### src/backend_pkg.sv
package backend_pkg;

    // widths
    localparam int XLEN       = 32;
    localparam int PREG_COUNT = 64;
    localparam int PREG_W     = 6;
    localparam int ROB_TAG_W  = 5;

    typedef logic [XLEN-1:0]      word_t;
    typedef logic [PREG_W-1:0]    preg_t;
    typedef logic [ROB_TAG_W-1:0] rob_tag_t;

    // operation codes, OP_MUL goes to the multiplier and all others to the ALU
    typedef enum logic [3:0] {
        OP_ADD = 4'd0,
        OP_SUB = 4'd1,
        OP_AND = 4'd2,
        OP_OR  = 4'd3,
        OP_XOR = 4'd4,
        OP_SLT = 4'd5,
        OP_SLL = 4'd6,
        OP_SRL = 4'd7,
        OP_LI  = 4'd8,
        OP_MUL = 4'd9
    } fu_op_e;

    // renamed micro-op from dispatch
    typedef struct packed {
        rob_tag_t tag;
        fu_op_e   op;
        preg_t    prd;
        preg_t    prs1;
        preg_t    prs2;
        logic     use_imm;
        word_t    imm;
    } uop_t;

    // issued micro-op with operand values
    typedef struct packed {
        rob_tag_t tag;
        fu_op_e   op;
        preg_t    prd;
        word_t    a;
        word_t    b;
    } exec_req_t;

    // result on its way to the register file
    typedef struct packed {
        rob_tag_t tag;
        preg_t    prd;
        word_t    data;
    } wb_t;

endpackage

### src/mul_unit.sv
`timescale 1ns/1ps

module mul_unit import backend_pkg::*; (
    input  logic      clk,
    input  logic      reset_i,
    input  logic      req_valid_i,
    input  exec_req_t req_i,
    output logic      ready_o,
    output logic      res_valid_o,
    output wb_t       res_o,
    input  logic      grant_i
);

    localparam int CNT_W = $clog2(XLEN);

    logic             busy_q;
    logic             done_q;
    logic [CNT_W-1:0] cnt_q;
    word_t            acc_q;
    word_t            mcand_q;
    word_t            mplier_q;
    rob_tag_t         tag_q;
    preg_t            prd_q;
    logic             accept;

    assign ready_o = !busy_q && !done_q;
    assign accept  = req_valid_i && ready_o;

    always_ff @(posedge clk) begin
        if (reset_i) begin
            busy_q <= 1'b0;
            done_q <= 1'b0;
            cnt_q  <= '0;
        end else if (accept) begin
            busy_q <= 1'b1;
            cnt_q  <= '0;
        end else if (busy_q) begin
            cnt_q <= cnt_q + 1'b1;
            if (cnt_q == CNT_W'(XLEN - 1)) begin
                busy_q <= 1'b0;
                done_q <= 1'b1;
            end
        end else if (done_q && grant_i) begin
            done_q <= 1'b0;
        end
    end

    // one multiplier bit per cycle, only the low word is kept
    always_ff @(posedge clk) begin
        if (accept) begin
            acc_q    <= '0;
            mcand_q  <= req_i.a;
            mplier_q <= req_i.b;
            tag_q    <= req_i.tag;
            prd_q    <= req_i.prd;
        end else if (busy_q) begin
            if (mplier_q[0]) begin
                acc_q <= acc_q + mcand_q;
            end
            mcand_q  <= mcand_q << 1;
            mplier_q <= mplier_q >> 1;
        end
    end

    assign res_valid_o = done_q;
    assign res_o.tag   = tag_q;
    assign res_o.prd   = prd_q;
    assign res_o.data  = acc_q;

    // issue queue must hold multiplies back while this unit is occupied
    assert property (@(posedge clk) disable iff (reset_i)
        req_valid_i |-> ready_o && req_i.op == OP_MUL)
        else $error("mul_unit: request while busy or wrong op %0d", req_i.op);

endmodule

### config.mk
export PLATFORM = sky130hd
export DESIGN_NAME = mul_unit
export DESIGN_NICKNAME = d
export VERILOG_FILES = /design/src/backend_pkg.sv /design/src/mul_unit.sv
export SDC_FILE = /design/constraint.sdc
export NUM_CORES = 1
export LEC_CHECK = 0
export BUFFER_PORTS_ARGS = -buffer_cell sky130_fd_sc_hd__buf_2
export CAP_MARGIN = 20
export CORE_ASPECT_RATIO = 1.75
export CORE_MARGIN = 5
export CORE_UTILIZATION = 40
export DETAILED_ROUTE_END_ITERATION = 16
export GPL_ROUTABILITY_DRIVEN = 1
export GPL_TIMING_DRIVEN = 0
export HOLD_SLACK_MARGIN = 0.12
export PLACE_DENSITY = 0.66
export SYNTH_ARGS = -nofsm -noshare
export SYNTH_HDL_FRONTEND = slang
export SYNTH_SLANG_ARGS = --single-unit
### constraint.sdc
create_clock -name clk -period 7.2 [get_ports clk]
set_input_delay 1.08 -clock clk [delete_from_list [all_inputs] [get_ports clk]]
set_output_delay 1.08 -clock clk [all_outputs]
set_load 0.005 [all_outputs]
==> results.md <==
- Run status: complete, no violations
- Number of enable flip-flop cells after synthesis: 75
- Final layout net count: 935
- Critical Path AT: 3.29 ns
- Initial DRT Pass Iterations: 5
- Largest fanout on the critical path: 4
- CP Data Required Time: 7.48 ns
- Horizontal die dimension: 104 um
- Syn Area/Cell: 9.15 um2
- Unrepaired setup endpoints after global routing: false
- Clk pin slew, worst setup/hold paths: 0.06 ns
- DIE AREA: 0.0181 mm2
- Slack of the worst reg-to-reg path: 4.19 ns
- Post-route DRC violation count: 0
- Final Max Slew Viols: 0
- Root buffer cell: sky130_fd_sc_hd__clkbuf_16
- Number of global-route vias before repair: 5425
- Max VDD drop: 0.000153 V
- Global routing usage summed across all routing layers: 0.178
- Height of the die: 174 um
- Total standard cell area after synthesis: 0.00618 mm2
- Cell Pwr Density: 302 mW/mm2
- Initial drt markers: 193
- Initial antenna violation count: 0
- Worst-Margin Slew: 0.888 ns
- Number of clock sinks: 114
- Final cycle utilization of the critical path: 0.418
- Cell accounting for the most synthesized area: sky130_fd_sc_hd__edfxtp_1
- Count of instances resized after the clock tree is built: 0
- Final GP Congestion: 0.879
- Number of distinct library cells after synthesis: 54
- Maximum root-to-sink buffer count: 2
- Critical Setup Path Class: reg2reg
- N_diodes: 0
- TritonCTS clock tree: yes
- Worst slew slack as a fraction of its limit: 0.408
- Final hold violation count: 0
- Filler Cells Inserted: 1547
- Number of max-cap violations: 0
- Sequential element share of the synthesized area: 0.491
- RR Startpoint: mcand_q[0]
- Worst reg2reg path endpoint: acc_q[26]
- Yosys top cell area share: 0.365
- Skew-Pair Late Insertion Delay: 0.41 ns
- HPWL Detailed: 11.9 mm
- Via count: 5199
- Signed area change from the synthesized netlist to the final layout: 23.7%
- Effective utilization at floorplan: 0.403
- Worst setup path startpoint: mcand_q[0]
- Cell row count: 60
- Number of buffers created by CTS: 17
- Global route overflow: 0
- Setup Buffers After CTS: 0
- Ports: 128
- Static power due to leakage: 3.59 nW
- Number of warnings reported in the yosys synthesis log: 0
- Htree depth: 4
- Share of post-route cells with drive strength above 1: 0.205
- Final Cell Area: 0.00764 mm2
- Port Buf Inserts: 123
- Synthesized netlist cell count: 675
- Post-place instance area: 0.00703 mm2
- Nature of the critical path startpoint: register
- Category of the worst setup path capture point: register
- Final clock skew: 0.00537 ns
- Highest attainable clock frequency: 332 MHz
- Placeable Area: 0.0153 mm2
- Number of nets in the synthesized netlist: 792
- Post-synthesis sequential element count: 114
- Wire length of the first global-routing pass: 26.1 mm
- Dominant synthesized flop cell: sky130_fd_sc_hd__edfxtp_1
- Hold-fix buffer count after cts: 0
- R2r worst-path depth: 10
- Number of nets with antenna violations after routing: 0
- Worst hold path type: reg2reg
- Total negative slack for setup checks: 0 ns
- Capturing instance or port of the critical path: acc_q[26]
- Routed wire length: 15.8 mm
- Synth top area cells: sky130_fd_sc_hd__edfxtp_1, sky130_fd_sc_hd__nand2_1, sky130_fd_sc_hd__dfxtp_1
- Post-layout minimum cycle time: 3.01 ns
- Async SR Flop Fraction: 0
- Average via count per standard cell: 5.11
- Final setup violating endpoints: 0
- Reg area: 0.00303 mm2
- Multi-input logic area: 0.00300 mm2
- Maximum number of pins on one net before global-route repair: 65
- Routed wire per std cell: 15.6 um
## power by group
| part | internal [W] | total (W) | switching [W] | leakage [nW] |
|---|---|---|---|---|
| Clock | 0.000541 | 0.000850 | 0.000309 | 0.266 |
| Combinational | 0.000244 | 0.000596 | 0.000352 | 2.25 |
| Sequential | 0.000808 | 0.000862 | 0.0000542 | 1.08 |
## state kept, by name, indices dropped and copies added (netlist names)
register / cells
prd_q: 6
cnt_q: 5
busy_q: 1
mcand_q: 32
res_valid_o: 1
tag_q: 5
acc_q: 32
mplier_q: 32
## kinds of logic after synthesis
logic type / synth area share
mux: 0.00648
fa+ha+maj: 0.0701
xor+xnor: 0.0411
compound gates: 0.146
simple gates: 0.221
buf+inv: 0.0243
flops: 0.491
## through the flow
step | total power (W) | worst slack (ns) | cells | hold WS, ns | utilization
floorplan | 0.00128 | 4.14 | 675 | 0.459 | -
detailed placement | 0.00147 | 3.39 | 984 | 0.457 | 0.459
CTS | 0.00233 | 3.83 | 1016 | 0.470 | 0.498
global route | 0.00245 | 4.08 | 1017 | 0.501 | 0.499
global placement | 0.00146 | 3.24 | 984 | 0.447 | 0.459
finish | 0.00231 | 4.19 | 1017 | 0.462 | 0.499
## placed cells by master (no fill, tap or decap), drive strengths merged, types with 3 or more instances in the layout
master    instances
a211oi            5
and4              3
a21o             24
and3             14
mux2i             4
a31oi             6
bufinv            3
o21bai            7
clkinvlp          7
buf             129
o31ai             3
and2              4
nand4             6
dfxtp            39
nor3             10
ha               33
clkinv            4
nor2             16
edfxtp           75
xnor2            18
nand2b            5
inv              10
nand2           238
xor2             11
o211ai            4
clkbuf           42
o21ai            25
a21oi            46
nand3            15
## worst min path at each step
stage | slack (ns) | cells past startpoint | from | end
3_3_place_gp | 0.45 | 1 | acc_q[31] | acc_q[31]
4_1_cts | 0.47 | 1 | acc_q[31] | acc_q[31]
6_report | 0.46 | 1 | acc_q[31] | acc_q[31]
5_1_grt | 0.50 | 2 | acc_q[7] | acc_q[7]
3_5_place_dp | 0.46 | 1 | acc_q[31] | acc_q[31]
2_1_floorplan | 0.46 | 1 | acc_q[31] | acc_q[31]
## layer usage
layer  up-vias  track usage  routed length (um)  part of all wire
met5         -            0                   0                 0
li1       2655            -                   -                 -
met4         0       0.0816                 499             0.031
met3        37       0.0468                 727             0.046
met1      2393        0.177                5940              0.37
met2       114        0.336                8680              0.55
## cell type report
class | count | area share
clock inverter | 14 | 0.0215
clock buffer | 18 | 0.0562
buffer | 29 | 0.0147
sequential | 114 | 0.397
inverter | 10 | 0.00491
tap | 186 | 0.0305
timing repair buffer | 124 | 0.0825
multi-input combinational | 522 | 0.393
## cell usage after synthesis, drive strengths merged, types with 2 or more instances
master and instances:
and3 14, nand2 238, o31ai 3, xor2 11, inv 9, nand4 6
a211oi 5, a31oi 6, clkbuf 24, nand2b 5, o211ai 4, and2 4
o41ai 2, o22ai 2, o22a 2, dfxtp 39, edfxtp 75, nand3 15
o21ai 25, or2 2, xnor2 18, or3 2, a21oi 46, a21boi 2
o21bai 7, buf 5, nor2 16, mux2i 4, and4 3, ha 33
nor3 10, a21o 24
## worst max-delay path, stage by stage, from the launching register on
cell and delay, ns:
sky130_fd_sc_hd__edfxtp_1 0.40, sky130_fd_sc_hd__ha_1 0.24, sky130_fd_sc_hd__fa_1 0.42, sky130_fd_sc_hd__a21oi_2 0.23, sky130_fd_sc_hd__nor4_2 0.07, sky130_fd_sc_hd__or3b_4 0.42
sky130_fd_sc_hd__a31oi_1 0.33, sky130_fd_sc_hd__o21ai_1 0.23, sky130_fd_sc_hd__a21oi_1 0.26, sky130_fd_sc_hd__xor2_1 0.18, sky130_fd_sc_hd__o21ai_1 0.07
(Power assumes the default switching activity.)
