## src/backend_pkg.sv

```systemverilog
package backend_pkg;

    // widths
    localparam int XLEN       = 32;
    localparam int PREG_COUNT = 64;
    localparam int PREG_W     = 6;
    localparam int ROB_TAG_W  = 5;

    typedef logic [XLEN-1:0]      word_t;
    typedef logic [PREG_W-1:0]    preg_t;
    typedef logic [ROB_TAG_W-1:0] rob_tag_t;

    // operation codes, OP_MUL goes to the multiplier and all others to the ALU
    typedef enum logic [3:0] {
        OP_ADD = 4'd0,
        OP_SUB = 4'd1,
        OP_AND = 4'd2,
        OP_OR  = 4'd3,
        OP_XOR = 4'd4,
        OP_SLT = 4'd5,
        OP_SLL = 4'd6,
        OP_SRL = 4'd7,
        OP_LI  = 4'd8,
        OP_MUL = 4'd9
    } fu_op_e;

    // renamed micro-op from dispatch
    typedef struct packed {
        rob_tag_t tag;
        fu_op_e   op;
        preg_t    prd;
        preg_t    prs1;
        preg_t    prs2;
        logic     use_imm;
        word_t    imm;
    } uop_t;

    // issued micro-op with operand values
    typedef struct packed {
        rob_tag_t tag;
        fu_op_e   op;
        preg_t    prd;
        word_t    a;
        word_t    b;
    } exec_req_t;

    // result on its way to the register file
    typedef struct packed {
        rob_tag_t tag;
        preg_t    prd;
        word_t    data;
    } wb_t;

endpackage

```

## src/scoreboard.sv

```systemverilog
`timescale 1ns/1ps

module scoreboard import backend_pkg::*; (
    input  logic                  clk,
    input  logic                  reset_i,
    input  logic                  set_en_i,
    input  preg_t                 set_preg_i,
    input  logic                  clr_en_i,
    input  preg_t                 clr_preg_i,
    output logic [PREG_COUNT-1:0] busy_o
);

    logic [PREG_COUNT-1:0] busy_q;

    // clear first so a set in the same cycle always lands
    always_ff @(posedge clk) begin
        if (reset_i) begin
            busy_q <= '0;
        end else begin
            if (clr_en_i) begin
                busy_q[clr_preg_i] <= 1'b0;
            end
            if (set_en_i) begin
                busy_q[set_preg_i] <= 1'b1;
            end
        end
    end

    assign busy_o = busy_q;

    // dispatch may only name a free destination, or one being written back now
    assert property (@(posedge clk) disable iff (reset_i)
        set_en_i |-> (!busy_q[set_preg_i] || (clr_en_i && clr_preg_i == set_preg_i)))
        else $error("scoreboard: dispatch to busy preg %0d", set_preg_i);

endmodule

```

## config.mk

```make
export PLATFORM = sky130hd
export DESIGN_NAME = scoreboard
export DESIGN_NICKNAME = d
export VERILOG_FILES = /design/src/backend_pkg.sv /design/src/scoreboard.sv
export SDC_FILE = /design/constraint.sdc
export NUM_CORES = 1
export LEC_CHECK = 0
export BUFFER_PORTS_ARGS = -buffer_cell sky130_fd_sc_hd__buf_2
export CORE_ASPECT_RATIO = 0.75
export CORE_MARGIN = 2
export CORE_UTILIZATION = 54
export CTS_CLUSTER_SIZE = 12
export DETAILED_ROUTE_END_ITERATION = 16
export PLACE_DENSITY_LB_ADDON = 0.1
export SETUP_SLACK_MARGIN = 0.1
export SKIP_CTS_REPAIR_TIMING = 1
export SLEW_MARGIN = 10
export SYNTH_ARGS = -nofsm -noshare
export SYNTH_HDL_FRONTEND = slang
export SYNTH_SLANG_ARGS = --single-unit
```

## constraint.sdc

```tcl
create_clock -name clk -period 1.65 [get_ports clk]
set_input_delay 0.0825 -clock clk [delete_from_list [all_inputs] [get_ports clk]]
set_output_delay 0.0825 -clock clk [all_outputs]
set_load 0.01 [all_outputs]
```

==> results of run 1 <==
## power breakdown
| group | internal, uW | switching (uW) | total, uW |
|---|---|---|---|
| Sequential | 1560 | 6.44 | 1560 |
| Clock | 852 | 626 | 1480 |
| Combinational | 59.6 | 149 | 209 |
## placed cells by master, fill, tap and decap left out, drive strengths merged, types with 3 or more instances in the layout
master,synthesis,routed
o311ai,4,4
nand4bb,3,3
dfxtp,64,64
buf,6,83
nand4b,4,4
nor4b,3,3
or3b,5,5
nand2,10,10
clkbuf,16,9
clkinv,0,5
inv,4,4
nand3b,6,6
nand3,5,5
o21ai,60,60
o32ai,4,4
o211ai,56,56
## worst max-delay path: cells and delay by family
family	cells	cell delay (ns)
AOI/OAI and AO/OA	2	0.31
buffers and inverters	1	0.17
and+or+nand+nor	1	0.75
## Yosys cell counts (all sizes together)
library cell and number:
nand2b 2, nor3b 1, o311ai 4, nand4 1, nand3b 6, nor4b 3, and3b 1, or3b 5
o211ai 56, nand4b 4, nor4 1, or3 2, or4b 1, buf 6, nand3 5, nand2 10
nor2 2, nor4bb 1, o21ai 60, dfxtp 64, nand4bb 3, clkbuf 16, o32ai 4, nor2b 2
inv 4
## stage by stage
step | area (sq um) | setup WS (ns)
final | 3199 | 0.5635
after global placement | 2979 | 0.2411
after detailed placement | 2979 | 0.2313
after global routing | 3199 | 0.5026
after floorplan | 2566 | 0.5129
after CTS | 3199 | 0.5859
## area by class of cell
cell class / count / share of cell area [%]
inverter: 4 / 0.4693
tap: 57 / 2.229
clock buffer: 9 / 3.872
timing repair buffer: 83 / 13.69
sequential: 64 / 40.05
multi-input combinational: 174 / 36.68
clock inverter: 7 / 3.011
## layer usage
metal | up-vias | routed length, um
li1 | 1170 | -
met1 | 1187 | 3479
met2 | 116 | 3475
met3 | 12 | 629
met4 | 0 | 109
met5 | - | 0
## logic make-up after synthesis
kind of cell / count (synthesis)
simple gates: 50
buf+inv: 26
flops: 64
compound gates: 124
## final timing paths
path,from,to,slack (ns)
hold reg to reg,busy_o[44],busy_o[44],0.47
setup reg to reg,busy_o[62],busy_o[62],0.92
hold / removal,set_preg_i[0],busy_o[44],0.03
setup / recovery,clr_preg_i[0],busy_o[16],0.56
==> load_flow_metrics.sql, run 1 <==
INSERT INTO impl_metrics (metric_group, metric, value, unit) VALUES
('status', 'outcome', 'completed', ''),
('grt', 'antenna_found_initial', '0', ''),
('critical_path', 'crit_path_max_incr_delay', '0.75', 'ns'),
('timing', 'min_period', '1.087', 'ns'),
('synthesis', 'synth_top_family_by_area', 'compound AO/OA/AOI/OAI gates', ''),
('finish', 'seq_area', '0.001281', 'sq mm'),
('synthesis', 'synth_simple_gate_area_share', '13.55', '%'),
('pwr', 'power.ir.vdd_worst', '860.3', 'uV'),
('synthesis', 'synth_top_cells_by_area', 'sky130_fd_sc_hd__dfxtp_1 (50%), sky130_fd_sc_hd__o211ai_1 (14%), sky130_fd_sc_hd__o21ai_0 (8.8%)', ''),
('timing', 'relSlewSlack', '66.83', '%'),
('synthesis', 'syn-cell-area', '0.002566', 'sq mm'),
('floorplanning', 'floorplan.initialDensity', '56.78', '%'),
('clock_tree', 'clockRootBuffer', 'sky130_fd_sc_hd__clkbuf_8', ''),
('grt', 'grt_pass1_wl', '12230', 'um'),
('worst_hold_path', 'number_of_instances_on_the_worst_hold_path', '2', ''),
('synthesis', 'avgSynthCellArea', '9.720', 'sq um'),
('synthesis', 'yosys_warnings', '0', ''),
('synthesis', 'synth.lib_cells_used.distinct', '31', ''),
('finish', 'layout-drive-gt1-share', '32.55', '%'),
('detailed_routing', 'antenna_violating_nets_post_route', '0', ''),
('placed_design', 'dp.final_hpwl', '5022', 'um'),
('worst_hold_path', 'hold_class', 'input pin to flip-flop', ''),
('grt', 'grt_use_met1', '41.50', '%'),
('grt', 'met2_usage', '46.00', '%'),
('synthesis', 'synth_largest_area_cell', 'sky130_fd_sc_hd__dfxtp_1', ''),
('critical_path', 'data_required_time_of_the_worst_path', '1.87', 'ns'),
('floorplanning', 'die_h', '63.70', 'um'),
('clock_tree', 'cts_h_tree_depth', '3', ''),
('timing', 'clock_skew', '0', 'ns'),
('floorplanning', 'core-area', '0.004519', 'sq mm'),
('synthesis', 'synth_xor_area_share', '0', '%'),
('grt', 'grt_util_all_layers', '30.01', '%'),
('placed_design', 'post-place-cells', '382', ''),
('detailed_routing', 'number_of_search_and_repair_iterations_in_the_first_detailed_routing_pass', '5', ''),
('clock_tree', 'clk_pin_slew_worst_paths', '0.07', 'ns'),
('floorplanning', 'die_x', '83.60', 'um'),
('timing', 'finalHoldViolCount', '0', ''),
('detailed_routing', 'total_via_count_after_detailed_routing', '2485', ''),
('critical_path', 'cp_data_arrival_time', '1.31', 'ns'),
('timing', 'fmaxAchievable', '0.9204', 'GHz'),
('clock_tree', 'clockBufferDepth', '2', ''),
('placed_design', 'placement.io_buffers', '79', ''),
('synthesis', 'synth_compound_gate_area_share', '32.18', '%'),
('grt', 'largest_net_degree_at_the_start_of_global_routing', '40', ''),
('critical_path', 'criticalPathCategory', 'input pin to flip-flop', ''),
('finish', 'largest_reg_flops', '64', ''),
('finish', 'layout.nets', '352', ''),
('detailed_routing', 'drtIter0Drc', '253', ''),
('detailed_routing', 'route.detailed.wl_per_inst', '19.33', 'um'),
('pwr', 'cellPowerDensity', '1015', 'mW/mm^2'),
('synthesis', 'yosysSeqAreaShare', '49.93', '%'),
('clock_tree', 'clk-insertion-delay-late', '0.34', 'ns'),
('pwr', 'post-layout-total-power', '3248', 'uW'),
('timing', 'setup_viol', '0', ''),
('detailed_routing', 'drc', '0', ''),
('timing', 'final_max_slew_viol_count', '0', ''),
('finish', 'num_antenna_cells', '0', ''),
('critical_path', 'end_kind', 'flip-flop', ''),
('grt', 'globalRoute.busiestLayer', 'met2', ''),
('floorplanning', 'die_area', '0.005325', 'sq mm'),
('flow_run', 'max_cap_viol_count', '0', ''),
('clock_tree', 'numCtsBuffers', '9', ''),
('grt', 'met3_usage', '8.650', '%'),
('pwr', 'power.static_leakage', '0.001305', 'uW'),
('detailed_routing', 'postRouteWirelength', '7694', 'um'),
('floorplanning', 'number_of_top_level_pins', '80', ''),
('critical_path', 'worstRegToRegCells', '2', ''),
('synthesis', 'post_synth_net_total', '280', ''),
('grt', 'first_global_vias', '2321', ''),
('floorplanning', 'floorplan_row_count', '21', ''),
('synthesis', 'yosys-mux-area-fraction', '0', '%');
No activity file was read; power rests on OpenSTA's default activity.
==> run 2: changes to the inputs <==
CORE_UTILIZATION = 50   (was 54)
clock period = 1.1 ns   (was 1.65 ns; I/O delays follow)
==> load_flow_metrics.sql, run 2 (same netlist as run 1, synthesis figures left out) <==
INSERT INTO impl_metrics (metric_group, metric, value, unit) VALUES
('detailed_routing', 'wl_met1', '3775', 'um'),
('clock_tree', 'numCtsBuffers', '9', ''),
('floorplanning', 'core-area', '0.004927', 'sq mm'),
('finish', 'layout-drive-gt1-share', '36.89', '%'),
('detailed_routing', 'drc', '0', ''),
('placed_design', 'globalplace.congestion', '0.9405', ''),
('timing', 'final_max_slew_viol_count', '0', ''),
('detailed_routing', 'met2_wire_len', '3495', 'um'),
('critical_path', 'cp_max_fo', '2', ''),
('pwr', 'power.static_leakage', '0.001408', 'uW'),
('grt', 'antenna_found_initial', '0', ''),
('timing', 'relSlewSlack', '67.28', '%'),
('placed_design', 'dp.final_hpwl', '5472', 'um'),
('flow_run', 'max_cap_viol_count', '0', ''),
('critical_path', 'critPathTopFamily', 'flip-flops', ''),
('pwr', 'power_switching_share', '22.96', '%'),
('pwr', 'combinationalPowerShare', '7.7', '%'),
('timing', 'setup-tns-final', '0', 'ns'),
('critical_path', 'cp_data_arrival_time', '0.86', 'ns'),
('floorplanning', 'floorplan.initialDensity', '52.08', '%'),
('detailed_routing', 'route.detailed.wl_per_inst', '18.89', 'um'),
('worst_hold_path', 'holdCritStartpoint', 'set_preg_i[0]', ''),
('finish', 'multi_input_combinational_cell_area', '0.001177', 'sq mm'),
('critical_path', 'r2r-end', 'busy_o[41]', ''),
('pwr', 'netSwitchingPower', '1110', 'uW'),
('floorplanning', 'number_of_top_level_pins', '80', ''),
('finish', 'final_core_util', '68.66', '%'),
('pwr', 'share_seq_of_total_power', '48.5', '%'),
('detailed_routing', 'dr_wl_met3', '633', 'um'),
('critical_path', 'data_required_time_of_the_worst_path', '1.04', 'ns'),
('pwr', 'intPower', '3723', 'uW'),
('finish', 'mostFrequentLayoutCell', 'sky130_fd_sc_hd__buf_2', ''),
('pwr', 'power.ir.vdd_worst', '907.6', 'uV'),
('finish', 'final_cell_mix', 'sky130_fd_sc_hd__buf_2 (79), sky130_fd_sc_hd__dfxtp_1 (64), sky130_fd_sc_hd__o211ai_1 (49), sky130_fd_sc_hd__o21ai_0 (31)', ''),
('clock_tree', 'clk-insertion-delay-late', '0.33', 'ns'),
('critical_path', 'timing.critical_path.from_type', 'flip-flop', ''),
('finish', 'seq_area', '0.001281', 'sq mm'),
('timing', 'min_period', '0.9118', 'ns'),
('detailed_routing', 'post_drt_via_cell_ratio', '6.176', ''),
('detailed_routing', 'top_layer_used', 'met4', ''),
('critical_path', 'worst_path_buf_inv', '1', ''),
('status', 'outcome', 'completed', ''),
('placed_design', 'post-place-ws', '-0.09832', 'ns'),
('grt', 'grt_remaining_overflow', '0', ''),
('critical_path', 'rrSetupSlack', '0.40', 'ns'),
('floorplanning', 'die_h', '66.04', 'um'),
('finish', 'layout_fillers', '407', ''),
('timing', 'worst_slack', '0.1882', 'ns'),
('clock_tree', 'cts_h_tree_depth', '3', ''),
('critical_path', 'crit_path_max_incr_delay', '0.37', 'ns'),
('timing', 'fmaxAchievable', '1.097', 'GHz'),
('timing', 'post_route_fraction_of_the_period_consumed_by_the_critical_path', '82.89', '%'),
('finish', 'largest_reg_flops', '64', ''),
('critical_path', 'crit_path_cell_trace', 'buf_2', ''),
('finish', 'layout.nets', '378', ''),
('floorplanning', 'floorplan_row_count', '22', ''),
('critical_path', 'end_kind', 'output pin', ''),
('clock_tree', 'numClockSinks', '64', ''),
('critical_path', 'r2r-start', 'busy_o[41]', ''),
('detailed_routing', 'number_of_search_and_repair_iterations_in_the_first_detailed_routing_pass', '5', ''),
('timing', 'timing_worst_slew_pin_value', '0.4840', 'ns'),
('critical_path', 'worstRegToRegCells', '2', ''),
('grt', 'grt_util_all_layers', '29.81', '%'),
('timing', 'hold_slack', '0.04275', 'ns'),
('grt', 'largest_net_degree_at_the_start_of_global_routing', '56', ''),
('critical_path', 'crit_path_top_delay_cell', 'sky130_fd_sc_hd__dfxtp_1', ''),
('clock_tree', 'clockBufferDepth', '2', ''),
('worst_hold_path', 'number_of_instances_on_the_worst_hold_path', '2', ''),
('detailed_routing', 'antenna_violating_nets_post_route', '0', ''),
('critical_path', 'criticalPathCategory', 'flip-flop to output pin', ''),
('timing', 'finalHoldViolCount', '0', ''),
('grt', 'grt_pass1_wl', '12520', 'um'),
('floorplanning', 'die_area', '0.005727', 'sq mm'),
('pwr', 'post-layout-total-power', '4833', 'uW'),
('clock_tree', 'cts_tree', 'yes', ''),
('worst_hold_path', 'hold_end', 'busy_o[44]', ''),
('detailed_routing', 'total_via_count_after_detailed_routing', '2631', ''),
('grt', 'first_global_vias', '2319', ''),
('detailed_routing', 'drtIter0Drc', '212', ''),
('timing', 'rsz0062_at_grt', 'false', ''),
('timing', 'clock_skew', '0', 'ns'),
('floorplanning', 'die_x', '86.73', 'um'),
('clock_tree', 'clockRootBuffer', 'sky130_fd_sc_hd__clkbuf_8', ''),
('worst_hold_path', 'hold_class', 'input pin to flip-flop', ''),
('placed_design', 'placement.io_buffers', '79', ''),
('pwr', 'cellPowerDensity', '1429', 'mW/mm^2'),
('pwr', 'clock_power_share', '43.8', '%'),
('finish', 'area_growth', '31.84', '%'),
('detailed_routing', 'postRouteWirelength', '8049', 'um'),
('timing', 'setup_viol', '0', ''),
('clock_tree', 'clk_pin_slew_worst_paths', '0.06', 'ns'),
('finish', 'num_antenna_cells', '0', '');
## run 2: power groups by stage
stage	logic (uW)	registers, uW	clock network (uW)
after floorplan	185	2400	0
after global placement	356	2400	0
after detailed placement	359	2400	0
after CTS	362	2340	2140
after global routing	398	2340	2240
final	371	2340	2120
## run 2: layout make-up
cell class / instances / share of cell area (%)
sequential: 64 / 37.87
timing repair buffer: 109 / 18.71
tap: 60 / 2.219
clock inverter: 4 / 2.071
inverter: 4 / 0.4438
multi-input combinational: 174 / 34.80
clock buffer: 11 / 3.883
## run 2: routing by layer
layer,track usage (%),vias up
met4,12.70,0
met2,42.79,134
li1,-,1227
met1,43.06,1254
met3,6.367,16
met5,0,-
## run 2: worst max path at each step
stage	from	end	slack (ns)	depth (start not counted)
finish	busy_o[48]	busy_o[48]	0.19	1
global placement	clr_preg_i[0]	busy_o[16]	-0.04	4
CTS	busy_o[48]	busy_o[48]	0.19	1
floorplan	clr_preg_i[0]	busy_o[56]	0.08	4
global route	busy_o[24]	busy_o[24]	0.15	1
detailed placement	clr_preg_i[4]	busy_o[45]	-0.1	5
## run 2: per-stage QoR
stage                     cell area, sq um  std cells
final                                 3383        426
after global routing                  3383        426
after global placement                3182        411
after detailed placement              3182        411
after CTS                             3383        426
after floorplan                       2610        264
