--- config.mk ---
export PLATFORM = sky130hd
export DESIGN_NAME = issue_queue
export DESIGN_NICKNAME = d
export VERILOG_FILES = /design/src/backend_pkg.sv /design/src/issue_queue.sv
export SDC_FILE = /design/constraint.sdc
export NUM_CORES = 1
export LEC_CHECK = 0
export ABC_AREA = 1
export BUFFER_PORTS_ARGS = -buffer_cell sky130_fd_sc_hd__buf_2
export CELL_PAD_IN_SITES_DETAIL_PLACEMENT = 2
export CELL_PAD_IN_SITES_GLOBAL_PLACEMENT = 2
export CORE_UTILIZATION = 34
export DETAILED_ROUTE_END_ITERATION = 6
export GPL_ROUTABILITY_DRIVEN = 0
export PLACE_DENSITY_LB_ADDON = 0.1
export RECOVER_POWER = 25
export SETUP_SLACK_MARGIN = 0.05
export SYNTH_ARGS = -nofsm -noshare
export SYNTH_HDL_FRONTEND = slang
export SYNTH_SLANG_ARGS = --single-unit
--- constraint.sdc ---
create_clock -name clk -period 19.3 [get_ports clk]
set_input_delay 3.86 -clock clk [delete_from_list [all_inputs] [get_ports clk]]
set_output_delay 3.86 -clock clk [all_outputs]
set_load 0.01 [all_outputs]
--- src/backend_pkg.sv ---
package backend_pkg;

    // widths
    localparam int XLEN       = 32;
    localparam int PREG_COUNT = 64;
    localparam int PREG_W     = 6;
    localparam int ROB_TAG_W  = 5;

    typedef logic [XLEN-1:0]      word_t;
    typedef logic [PREG_W-1:0]    preg_t;
    typedef logic [ROB_TAG_W-1:0] rob_tag_t;

    // operation codes, OP_MUL goes to the multiplier and all others to the ALU
    typedef enum logic [3:0] {
        OP_ADD = 4'd0,
        OP_SUB = 4'd1,
        OP_AND = 4'd2,
        OP_OR  = 4'd3,
        OP_XOR = 4'd4,
        OP_SLT = 4'd5,
        OP_SLL = 4'd6,
        OP_SRL = 4'd7,
        OP_LI  = 4'd8,
        OP_MUL = 4'd9
    } fu_op_e;

    // renamed micro-op from dispatch
    typedef struct packed {
        rob_tag_t tag;
        fu_op_e   op;
        preg_t    prd;
        preg_t    prs1;
        preg_t    prs2;
        logic     use_imm;
        word_t    imm;
    } uop_t;

    // issued micro-op with operand values
    typedef struct packed {
        rob_tag_t tag;
        fu_op_e   op;
        preg_t    prd;
        word_t    a;
        word_t    b;
    } exec_req_t;

    // result on its way to the register file
    typedef struct packed {
        rob_tag_t tag;
        preg_t    prd;
        word_t    data;
    } wb_t;

endpackage

--- src/issue_queue.sv ---
`timescale 1ns/1ps

module issue_queue import backend_pkg::*; #(
    parameter int IQ_DEPTH = 8
) (
    input  logic                  clk,
    input  logic                  reset_i,
    input  logic                  dispatch_valid_i,
    input  uop_t                  dispatch_uop_i,
    output logic                  dispatch_ready_o,
    input  logic [PREG_COUNT-1:0] busy_i,
    output preg_t                 rs1_o,
    output preg_t                 rs2_o,
    input  word_t                 rdata1_i,
    input  word_t                 rdata2_i,
    output logic                  alu_req_valid_o,
    output exec_req_t             alu_req_o,
    input  logic                  alu_ready_i,
    output logic                  mul_req_valid_o,
    output exec_req_t             mul_req_o,
    input  logic                  mul_ready_i,
    output logic                  sb_set_en_o,
    output preg_t                 sb_set_preg_o
);

    localparam int IDX_W = $clog2(IQ_DEPTH);
    localparam int CNT_W = $clog2(IQ_DEPTH + 1);

    // compacting queue, slot 0 is always the oldest
    uop_t             ent_q [IQ_DEPTH];
    logic [CNT_W-1:0] count_q;

    logic [IQ_DEPTH-1:0] cand;
    logic                sel_found;
    logic [IDX_W-1:0]    sel_idx;
    uop_t                sel_uop;
    logic                sel_is_mul;
    exec_req_t           req;
    logic                push;
    logic [IDX_W-1:0]    wr_idx;

    always_comb begin
        for (int i = 0; i < IQ_DEPTH; i++) begin
            cand[i] = (CNT_W'(i) < count_q)
                && (ent_q[i].op == OP_LI || !busy_i[ent_q[i].prs1])
                && (ent_q[i].use_imm || !busy_i[ent_q[i].prs2])
                && ((ent_q[i].op == OP_MUL) ? mul_ready_i : alu_ready_i);
        end
    end

    // oldest ready entry wins
    always_comb begin
        sel_found = 1'b0;
        sel_idx   = '0;
        for (int i = 0; i < IQ_DEPTH; i++) begin
            if (!sel_found && cand[i]) begin
                sel_found = 1'b1;
                sel_idx   = IDX_W'(i);
            end
        end
    end

    assign sel_uop    = ent_q[sel_idx];
    assign sel_is_mul = (sel_uop.op == OP_MUL);
    assign rs1_o      = sel_uop.prs1;
    assign rs2_o      = sel_uop.prs2;

    always_comb begin
        req.tag = sel_uop.tag;
        req.op  = sel_uop.op;
        req.prd = sel_uop.prd;
        req.a   = rdata1_i;
        req.b   = sel_uop.use_imm ? sel_uop.imm : rdata2_i;
    end

    assign alu_req_valid_o = sel_found && !sel_is_mul;
    assign mul_req_valid_o = sel_found && sel_is_mul;
    assign alu_req_o       = req;
    assign mul_req_o       = req;

    assign dispatch_ready_o = (count_q != CNT_W'(IQ_DEPTH));
    assign push             = dispatch_valid_i && dispatch_ready_o;
    assign sb_set_en_o      = push;
    assign sb_set_preg_o    = dispatch_uop_i.prd;
    assign wr_idx           = IDX_W'(count_q - CNT_W'(sel_found));

    always_ff @(posedge clk) begin
        if (reset_i) begin
            count_q <= '0;
        end else begin
            count_q <= count_q + CNT_W'(push) - CNT_W'(sel_found);
        end
    end

    // close the gap left by the issued entry, new one goes behind the rest
    always_ff @(posedge clk) begin
        for (int i = 0; i < IQ_DEPTH - 1; i++) begin
            if (sel_found && IDX_W'(i) >= sel_idx) begin
                ent_q[i] <= ent_q[i + 1];
            end
        end
        if (push) begin
            ent_q[wr_idx] <= dispatch_uop_i;
        end
    end

    // an issuing micro-op still owns its destination on the scoreboard
    assert property (@(posedge clk) disable iff (reset_i)
        sel_found |-> busy_i[sel_uop.prd])
        else $error("issue_queue: tag %0d issues to idle preg %0d",
                    sel_uop.tag, sel_uop.prd);

endmodule

==> results summary, run 1 <==
Clock-pin slew was measured on the worst setup and hold paths at 0.06 ns. The worst setup path is launched from an input port. By area the synthesized netlist is led by edfxtp_1, nand2_1, nand3_1. The post-cts sizing count came out at 0. The cell count after synthesis is 5271. The smallest hold slack is 0.559 ns.

The largest fanout on the critical path is 173. After legalization and detailed placement, the total HPWL measured 118 mm. Row generation in the floorplan step produced between 100 and 150 rows. For the final database, setup skew stands at 0.0450 ns. The total clock sinks came out at ~480. For this run, the register share of the synthesized area comes to 39.8%.

The mean instance size in the synthesized netlist is 6.91 µm². The total area inside the core boundary comes to between 100000 and 150000 µm². The DRC violation count after routing is 20. Setup repair after global routing left no endpoint under its margin.

Counting tap cells, the placed design contains a total of 6431 instances. The count of boundary I/O pins came out at approximately 370. Measured against its own limit, the worst slew margin works out to -109%. The number of inserted filler cells in the final layout is 12800. The starting density of the core is 34.5%. The total number of vias came out at 38900. The synthesized design contains slightly below 500 register bits. The number of nets still failing antenna checks after routing came out at 0. The number of nets in the synthesized netlist came out at about 5500.

By count the netlist is led by nand2_1, nand3_1, o21ai_0. The total count of hold-check failures in the final report is 0. The count of synthesis-stage warnings from yosys is 0. In the post-synthesis netlist, the cell with the most instances is nand2_1. The root cell of the clock tree is clkbuf_16.

The first-pass iteration count of the detailed router came out at 7. The maximum number of pins on one net before global-route repair came out at 174. The total of buffers placed on input and output ports came out at 276. The net total in the final layout is 5303. The tightest min-delay check is of the reg2reg type. The area of combinational cells with multiple inputs came out at ~18000 µm². The total area of sequential cells came out at around 14000 µm². The final reports fail on design-rule violations, max-capacitance violations, max-slew violations. Of the cells placed in the final design, the portion with a size suffix greater than 1 is under 10%.

After synthesis the cells add up to 36400 µm². The final routed wire length divided by cell count is 28.8 µm. The deepest level of the CTS H-tree came out at 2. The slew of the pin with the lowest slew margin is 3.13 ns. The width of the die is 329 µm. The area fraction of the dominant cell type after synthesis came out at 39.6%. The via count of the first global-routing pass was 39900. The final period utilization came out at 76.8%. The synthesized design contains 480 enable-type register cells. Once the clock tree was built, the setup fixing pass inserted 0 buffers. The endpoint required time on the critical path came out at 15.44 ns. The global-route wire length before repair is 273 mm. The setup violation total in the final timing report is 0. Relative to the synthesized area, the layout overhead comes to 5.77%. The worst setup path is captured at an output pin. The area of the die came out at 108000 µm². The cell area reported after detailed placement is about 37000 µm². The max-capacitance violation count came out at 9. TritonCTS built the clock tree.

The max-slew violation count is 290. Global routing finished with a remaining overflow of 0. The initial antenna violation count is 12. In this run, the number of DRC markers left after iteration 0 of detailed routing was 3386. The critical path in this run is classified as in2out.

After clock tree synthesis, the flow added hold-fix buffers numbering 0. The data arrival time at the worst-slack endpoint is about 11 ns. In the synthesized netlist the dominant register cell turns out to be edfxtp_1. The cell area after layout came out at 38500 µm². The flow ran to the end, but the final reports show violations. The global-route usage over all layers is about a third.

The later-pin clock latency in the skew report came out at 0.68 ns. After synthesis, the netlist uses 50 different library cells. The maximum number of buffers from clock root to sink came out at 3.

The biggest area contributor in the post-synthesis netlist is edfxtp_1. The final setup TNS came out at 0 ns. The routed via count divided by cell count came out at 5.95.

The smallest clock period supported by the final layout is computed as 14.83 ns. The routed wire length came out at between 150 and 200 mm. The async set-reset flop share out of synthesis came out at 0%. The vertical die dimension came out at 329 µm. In this run, CTS created clock tree buffers numbering 59. The achievable clock frequency came out at a little under 0.07 GHz.

After the flow finishes, the layout carries non-filler instances totaling 6544.
registers in the layout, summed over array words and instances, names as in the netlist:
name,flops
ent_q,480
count_q,4
cells in the final DEF (no fill, tap or decap), types with 4 or more instances in the layout:
| master | n |
|---|---|
| o22ai_1 | 18 |
| ha_1 | 8 |
| nand4_1 | 13 |
| clkinv_1 | 28 |
| clkbuf_1 | 90 |
| o21a_1 | 8 |
| nand3_2 | 4 |
| nand2_4 | 6 |
| clkbuf_16 | 59 |
| nor2_1 | 244 |
| a21oi_1 | 139 |
| inv_1 | 268 |
| nand2_2 | 5 |
| o211ai_1 | 55 |
| edfxtp_1 | 480 |
| buf_4 | 60 |
| a211oi_1 | 4 |
| inv_2 | 27 |
| nand2_1 | 1872 |
| o221ai_1 | 44 |
| clkinv_2 | 14 |
| o21ai_1 | 80 |
| diode_2 | 6 |
| o21ai_0 | 644 |
| nor2_4 | 7 |
| buf_2 | 208 |
| dfxtp_1 | 4 |
| nand3_1 | 716 |
cell type report:
class	instances	area share, %
inverters	317	3.12
diodes	6	0.0390
repair buffers	343	4.64
clock buffers	75	3.99
flip-flops and latches	484	37.6
clock inverters	32	0.617
well taps	1391	4.52
multi-input cells	3896	45.5
per-layer routing:
layer	routed length, µm	GRT usage, %
met1	77900	43.2
met2	90100	58.0
met3	11300	3.93
met4	9420	15.4
met5	41	0
critical path: stages:
cell and delay (ns):
clkbuf_1 1.22, nand2_1 0.15, nand3_1 0.15, nand3_1 0.08, nand2_1 0.07, nand2_1 0.05, nand2_1 0.09, nand2_1 0.06
nand3_1 0.10, nand3_1 0.21, nand3_1 0.36, nand2_1 0.20, nor2_1 0.37, nand3_1 0.16, nand2_2 0.15, clkinv_2 0.25
o21ai_4 0.14, buf_4 0.70, buf_12 0.70, a21oi_1 0.16, o21ai_1 0.14, nand3_2 0.09, buf_4 0.30, nand2_2 0.10
buf_4 0.40, nand2_1 0.11, nand2_1 0.25, buf_2 0.19
path summary, 6_finish.rpt:
path / cells after the start / startpoint / slack (ns) / endpoint
setup / recovery: 28 / busy_i[57] / 4.47 / mul_req_o[3]
hold / removal: 2 / ent_q[7][10]$_DFFE_PP_ / 0.56 / ent_q[6][10]$_DFFE_PP_
setup reg to reg: 26 / ent_q[1][33]$_DFFE_PP_ / 10.06 / ent_q[5][1]$_DFFE_PP_
hold reg to reg: 2 / ent_q[7][10]$_DFFE_PP_ / 0.56 / ent_q[6][10]$_DFFE_PP_
through the flow:
step                worst slack (ns)  util [%]
global route                    4.11      36.5
CTS                             5.48      36.6
finish                          4.47      36.5
global placement                5.71      34.9
detailed placement              5.51      34.9
floorplan                       8.62         -
cell families (layout without fill, tap and decap cells):
logic type               after synthesis  in the layout  share of synthesized area [%]
AND/OR/NAND/NOR                     2881           2881                           32.5
AO/OA/AOI/OAI                       1002           1002                           14.9
buffers and inverters                891            767                           12.4
flip-flops                           484            484                           39.8
adder cells (fa/ha/maj)                9              9                          0.330
XOR/XNOR                               2              2                         0.0481
multiplexers                           2              2                         0.0618
other                                  0              6                              0
Power of run 1 is left out: the tool's default activity adds up to more than one toggle a clock period on the data nets, which glitch-free logic cannot reach.
==> run 2, diff against run 1 <==
Settings changed: CORE_UTILIZATION 34 to 31.
Clock period 19.3 ns to 12.1 ns, I/O delays scaled along.
==> run 2 against run 1 <==
- the flow finishes with violations (max-capacitance violations, max-slew violations)
- via count decreased by 0.37%
- critical path type is now in2reg
- clock skew is 0.011 ns lower
- register-to-register slack worse by 6.9 ns
- clock-buffer cell count shrank 6
- sequential share of layout area down 0.072 points
- critical path depth shrank 10
- global-route usage is 2.2 points lower
- flip-flop and latch count unchanged
- worst setup slack worse by 3.1 ns
- final area rose by 0.19%
==> results summary, run 2 (synthesis gave the netlist of run 1 again) <==
The worst clock skew on the final layout is 0.0341 ns. The post-route non-filler standard cell count came out at 6675. The cell depth of the worst hold path is 2. The starting density of the core came out at approximately 31%. The delay of the slowest cell on the worst path is 3.04 ns. The via count of the first global-routing pass came out at between 30000 and 40000. The classification of the worst setup path is in2reg. The count of nets left with antenna violations once routing finished came out at 0. The data arrival time at the worst-slack endpoint is 11.02 ns. The clock-pin transition on the worst setup and hold timing paths is 0.06 ns. The global-route usage over all layers is between 30% and 40%. The setup violation total in the final timing report came out at 0.

The minimum clock period after layout came out at ~11 ns. The final reports fail on max-capacitance violations, max-slew violations. The max-capacitance violation count is 11. The slowest stage of the critical path is the o21ai_0 cell.

The achievable clock frequency is 0.0928 GHz. Across all hold checks on the routed design, the worst slack comes to 0.550 ns. The maximum number of pins on one net before global-route repair is 80. The placed instance count is 6568.

STA classifies the critical path startpoint as an input port. For this run, design rule violations remaining after detail routing come to 0. The routed wire length came out at 194 mm. The total clock sinks came out at 484. The die covers 119000 µm². The number of hold buffers added after cts came out at 0. The total number of vias is 38800. The worst reg2reg path depth came out at 21. The flip-flop count of the largest register, all copies and words added came out at 480. The post-CTS setup buffer count came out at 0. The max-slew violation count is 361. The total count of hold-check failures in the final report came out at 0. The global-route wire length before repair came out at 277 mm. The violation count after the first detailed-route iteration is 3247. The floorplan step set the die height to about 340 µm. The number of gates resized after CTS was 0. In the layout the commonest cells are nand2_1, nand3_1, o21ai_0. The maximum number of buffers from clock root to sink came out at 3. Counting both buffers and inverters, the worst setup path holds a total of 4. Setup repair after global routing left no endpoint under its margin. The net total in the final layout came out at 5304. Leaving out fill and tap cells, the most frequent cell in the layout is nand2_1.

The CTS tree is done. The final routed wire length divided by cell count came out at 29.0 µm. The relative slew slack is -171%. The signal on the critical path passes through clkbuf_1, inv_1, o21ai_0, a21oi_1, a21oi_1, o21ai_0, nand2_1, nand2_1, nand3_1, nand3_1, nand3_1, nand4_1, nor2_1, inv_1, ha_1, nand2_1, o21ai_0, buf_4. The share of final-layout standard cells stronger than drive strength 1 came out at under 10%. The core region is 116000 µm². The routed via count divided by cell count is ~5.8. The top register by number of flip-flops is ent_q. The number of inserted filler cells in the final layout is 14000. At the later pin of the worst-skew pair, clock insertion delay measures 0.65 ns. The first-pass iteration count of the detailed router is 5. The total of buffers placed on input and output ports is 276. The kind of capture point of the worst setup path is a flop. In the final timing run, aggregate negative setup slack is 0 ns. The width of the die is 345 µm. The path length in cells of the critical path is 18. The slew of the pin with the lowest slew margin came out at 4.02 ns.

The endpoint required time on the critical path is 12.34 ns. The final period utilization came out at between 80% and 90%. The total overflow reported by the global router came out at 0. The fraction of the core area covered by cells at the end of the flow came out at 33.2%. The count of boundary I/O pins is 373.

The post-synthesis to final-layout area growth came out at 5.97%. The worst min-delay path category is reg2reg. In this run, CTS created clock tree buffers numbering 56. The row count came out at 125. The root cell of the clock tree is clkbuf_16. The flow ran to the end, but the final reports show violations. The largest fanout on the critical path is 43.

The area of combinational cells with multiple inputs came out at 17500 µm². The initial antenna violation count was 16. The largest delay contributor family on the critical path is compound AO/OA/AOI/OAI gates. The deepest level of the CTS H-tree came out at 2. The largest registers in the layout are ent_q x480, count_q x4. The HPWL after detailed placement is 123 mm. The total area of sequential cells is 14500 µm².
[run 2: cell count changes in the layout (fill, tap and decap cells not counted), sizes merged]
| cell | previous run | this run |
|---|---|---|
| clkbuf | 149 | 144 |
| buf | 269 | 272 |
| clkinv | 43 | 46 |
| inv | 301 | 298 |
| bufinv | 2 | 3 |
| diode | 6 | 5 |
[run 2: layout make-up]
class / count / share of cell area (%)
antenna: 5 / 0.0324
clock buffer: 69 / 3.76
clock inverter: 33 / 0.629
inverter: 317 / 3.12
multi-input combinational: 3896 / 45.3
sequential: 484 / 37.5
tap: 1524 / 4.94
timing repair buffer: 347 / 4.73
[run 2: tightest hold or removal path, cell delays in order, from the launching register on]
cell and delay (ns):
edfxtp_1 0.34, nand2_1 0.05, o21ai_0 0.06
[run 2: worst paths after layout]
kind | to | startpoint | slack (ns)
worst max-delay path | ent_q[4][10]$_DFFE_PP_ | busy_i[0] | 1.33
worst min-delay path | ent_q[5][26]$_DFFE_PP_ | ent_q[6][26]$_DFFE_PP_ | 0.55
worst max register to register | ent_q[4][10]$_DFFE_PP_ | ent_q[1][33]$_DFFE_PP_ | 3.15
worst min register to register | ent_q[5][26]$_DFFE_PP_ | ent_q[6][26]$_DFFE_PP_ | 0.55
[run 2: routing by layer]
metal	global-route usage (%)	up-vias	wire length, µm
met5	0	-	79
met4	13.6	12	9000
met3	3.84	410	11500
met2	51.9	1336	88500
met1	42.4	19900	84900
li1	-	17100	-
[run 2: through the flow]
step | instance area, µm² | setup slack (ns)
5_1_grt | 38600 | 0.994
3_5_place_dp | 37100 | 2.05
3_3_place_gp | 37100 | 2.11
4_1_cts | 38800 | 2.02
2_1_floorplan | 36400 | 2.86
6_report | 38600 | 1.33
Power of run 2 is left out for the same reason.
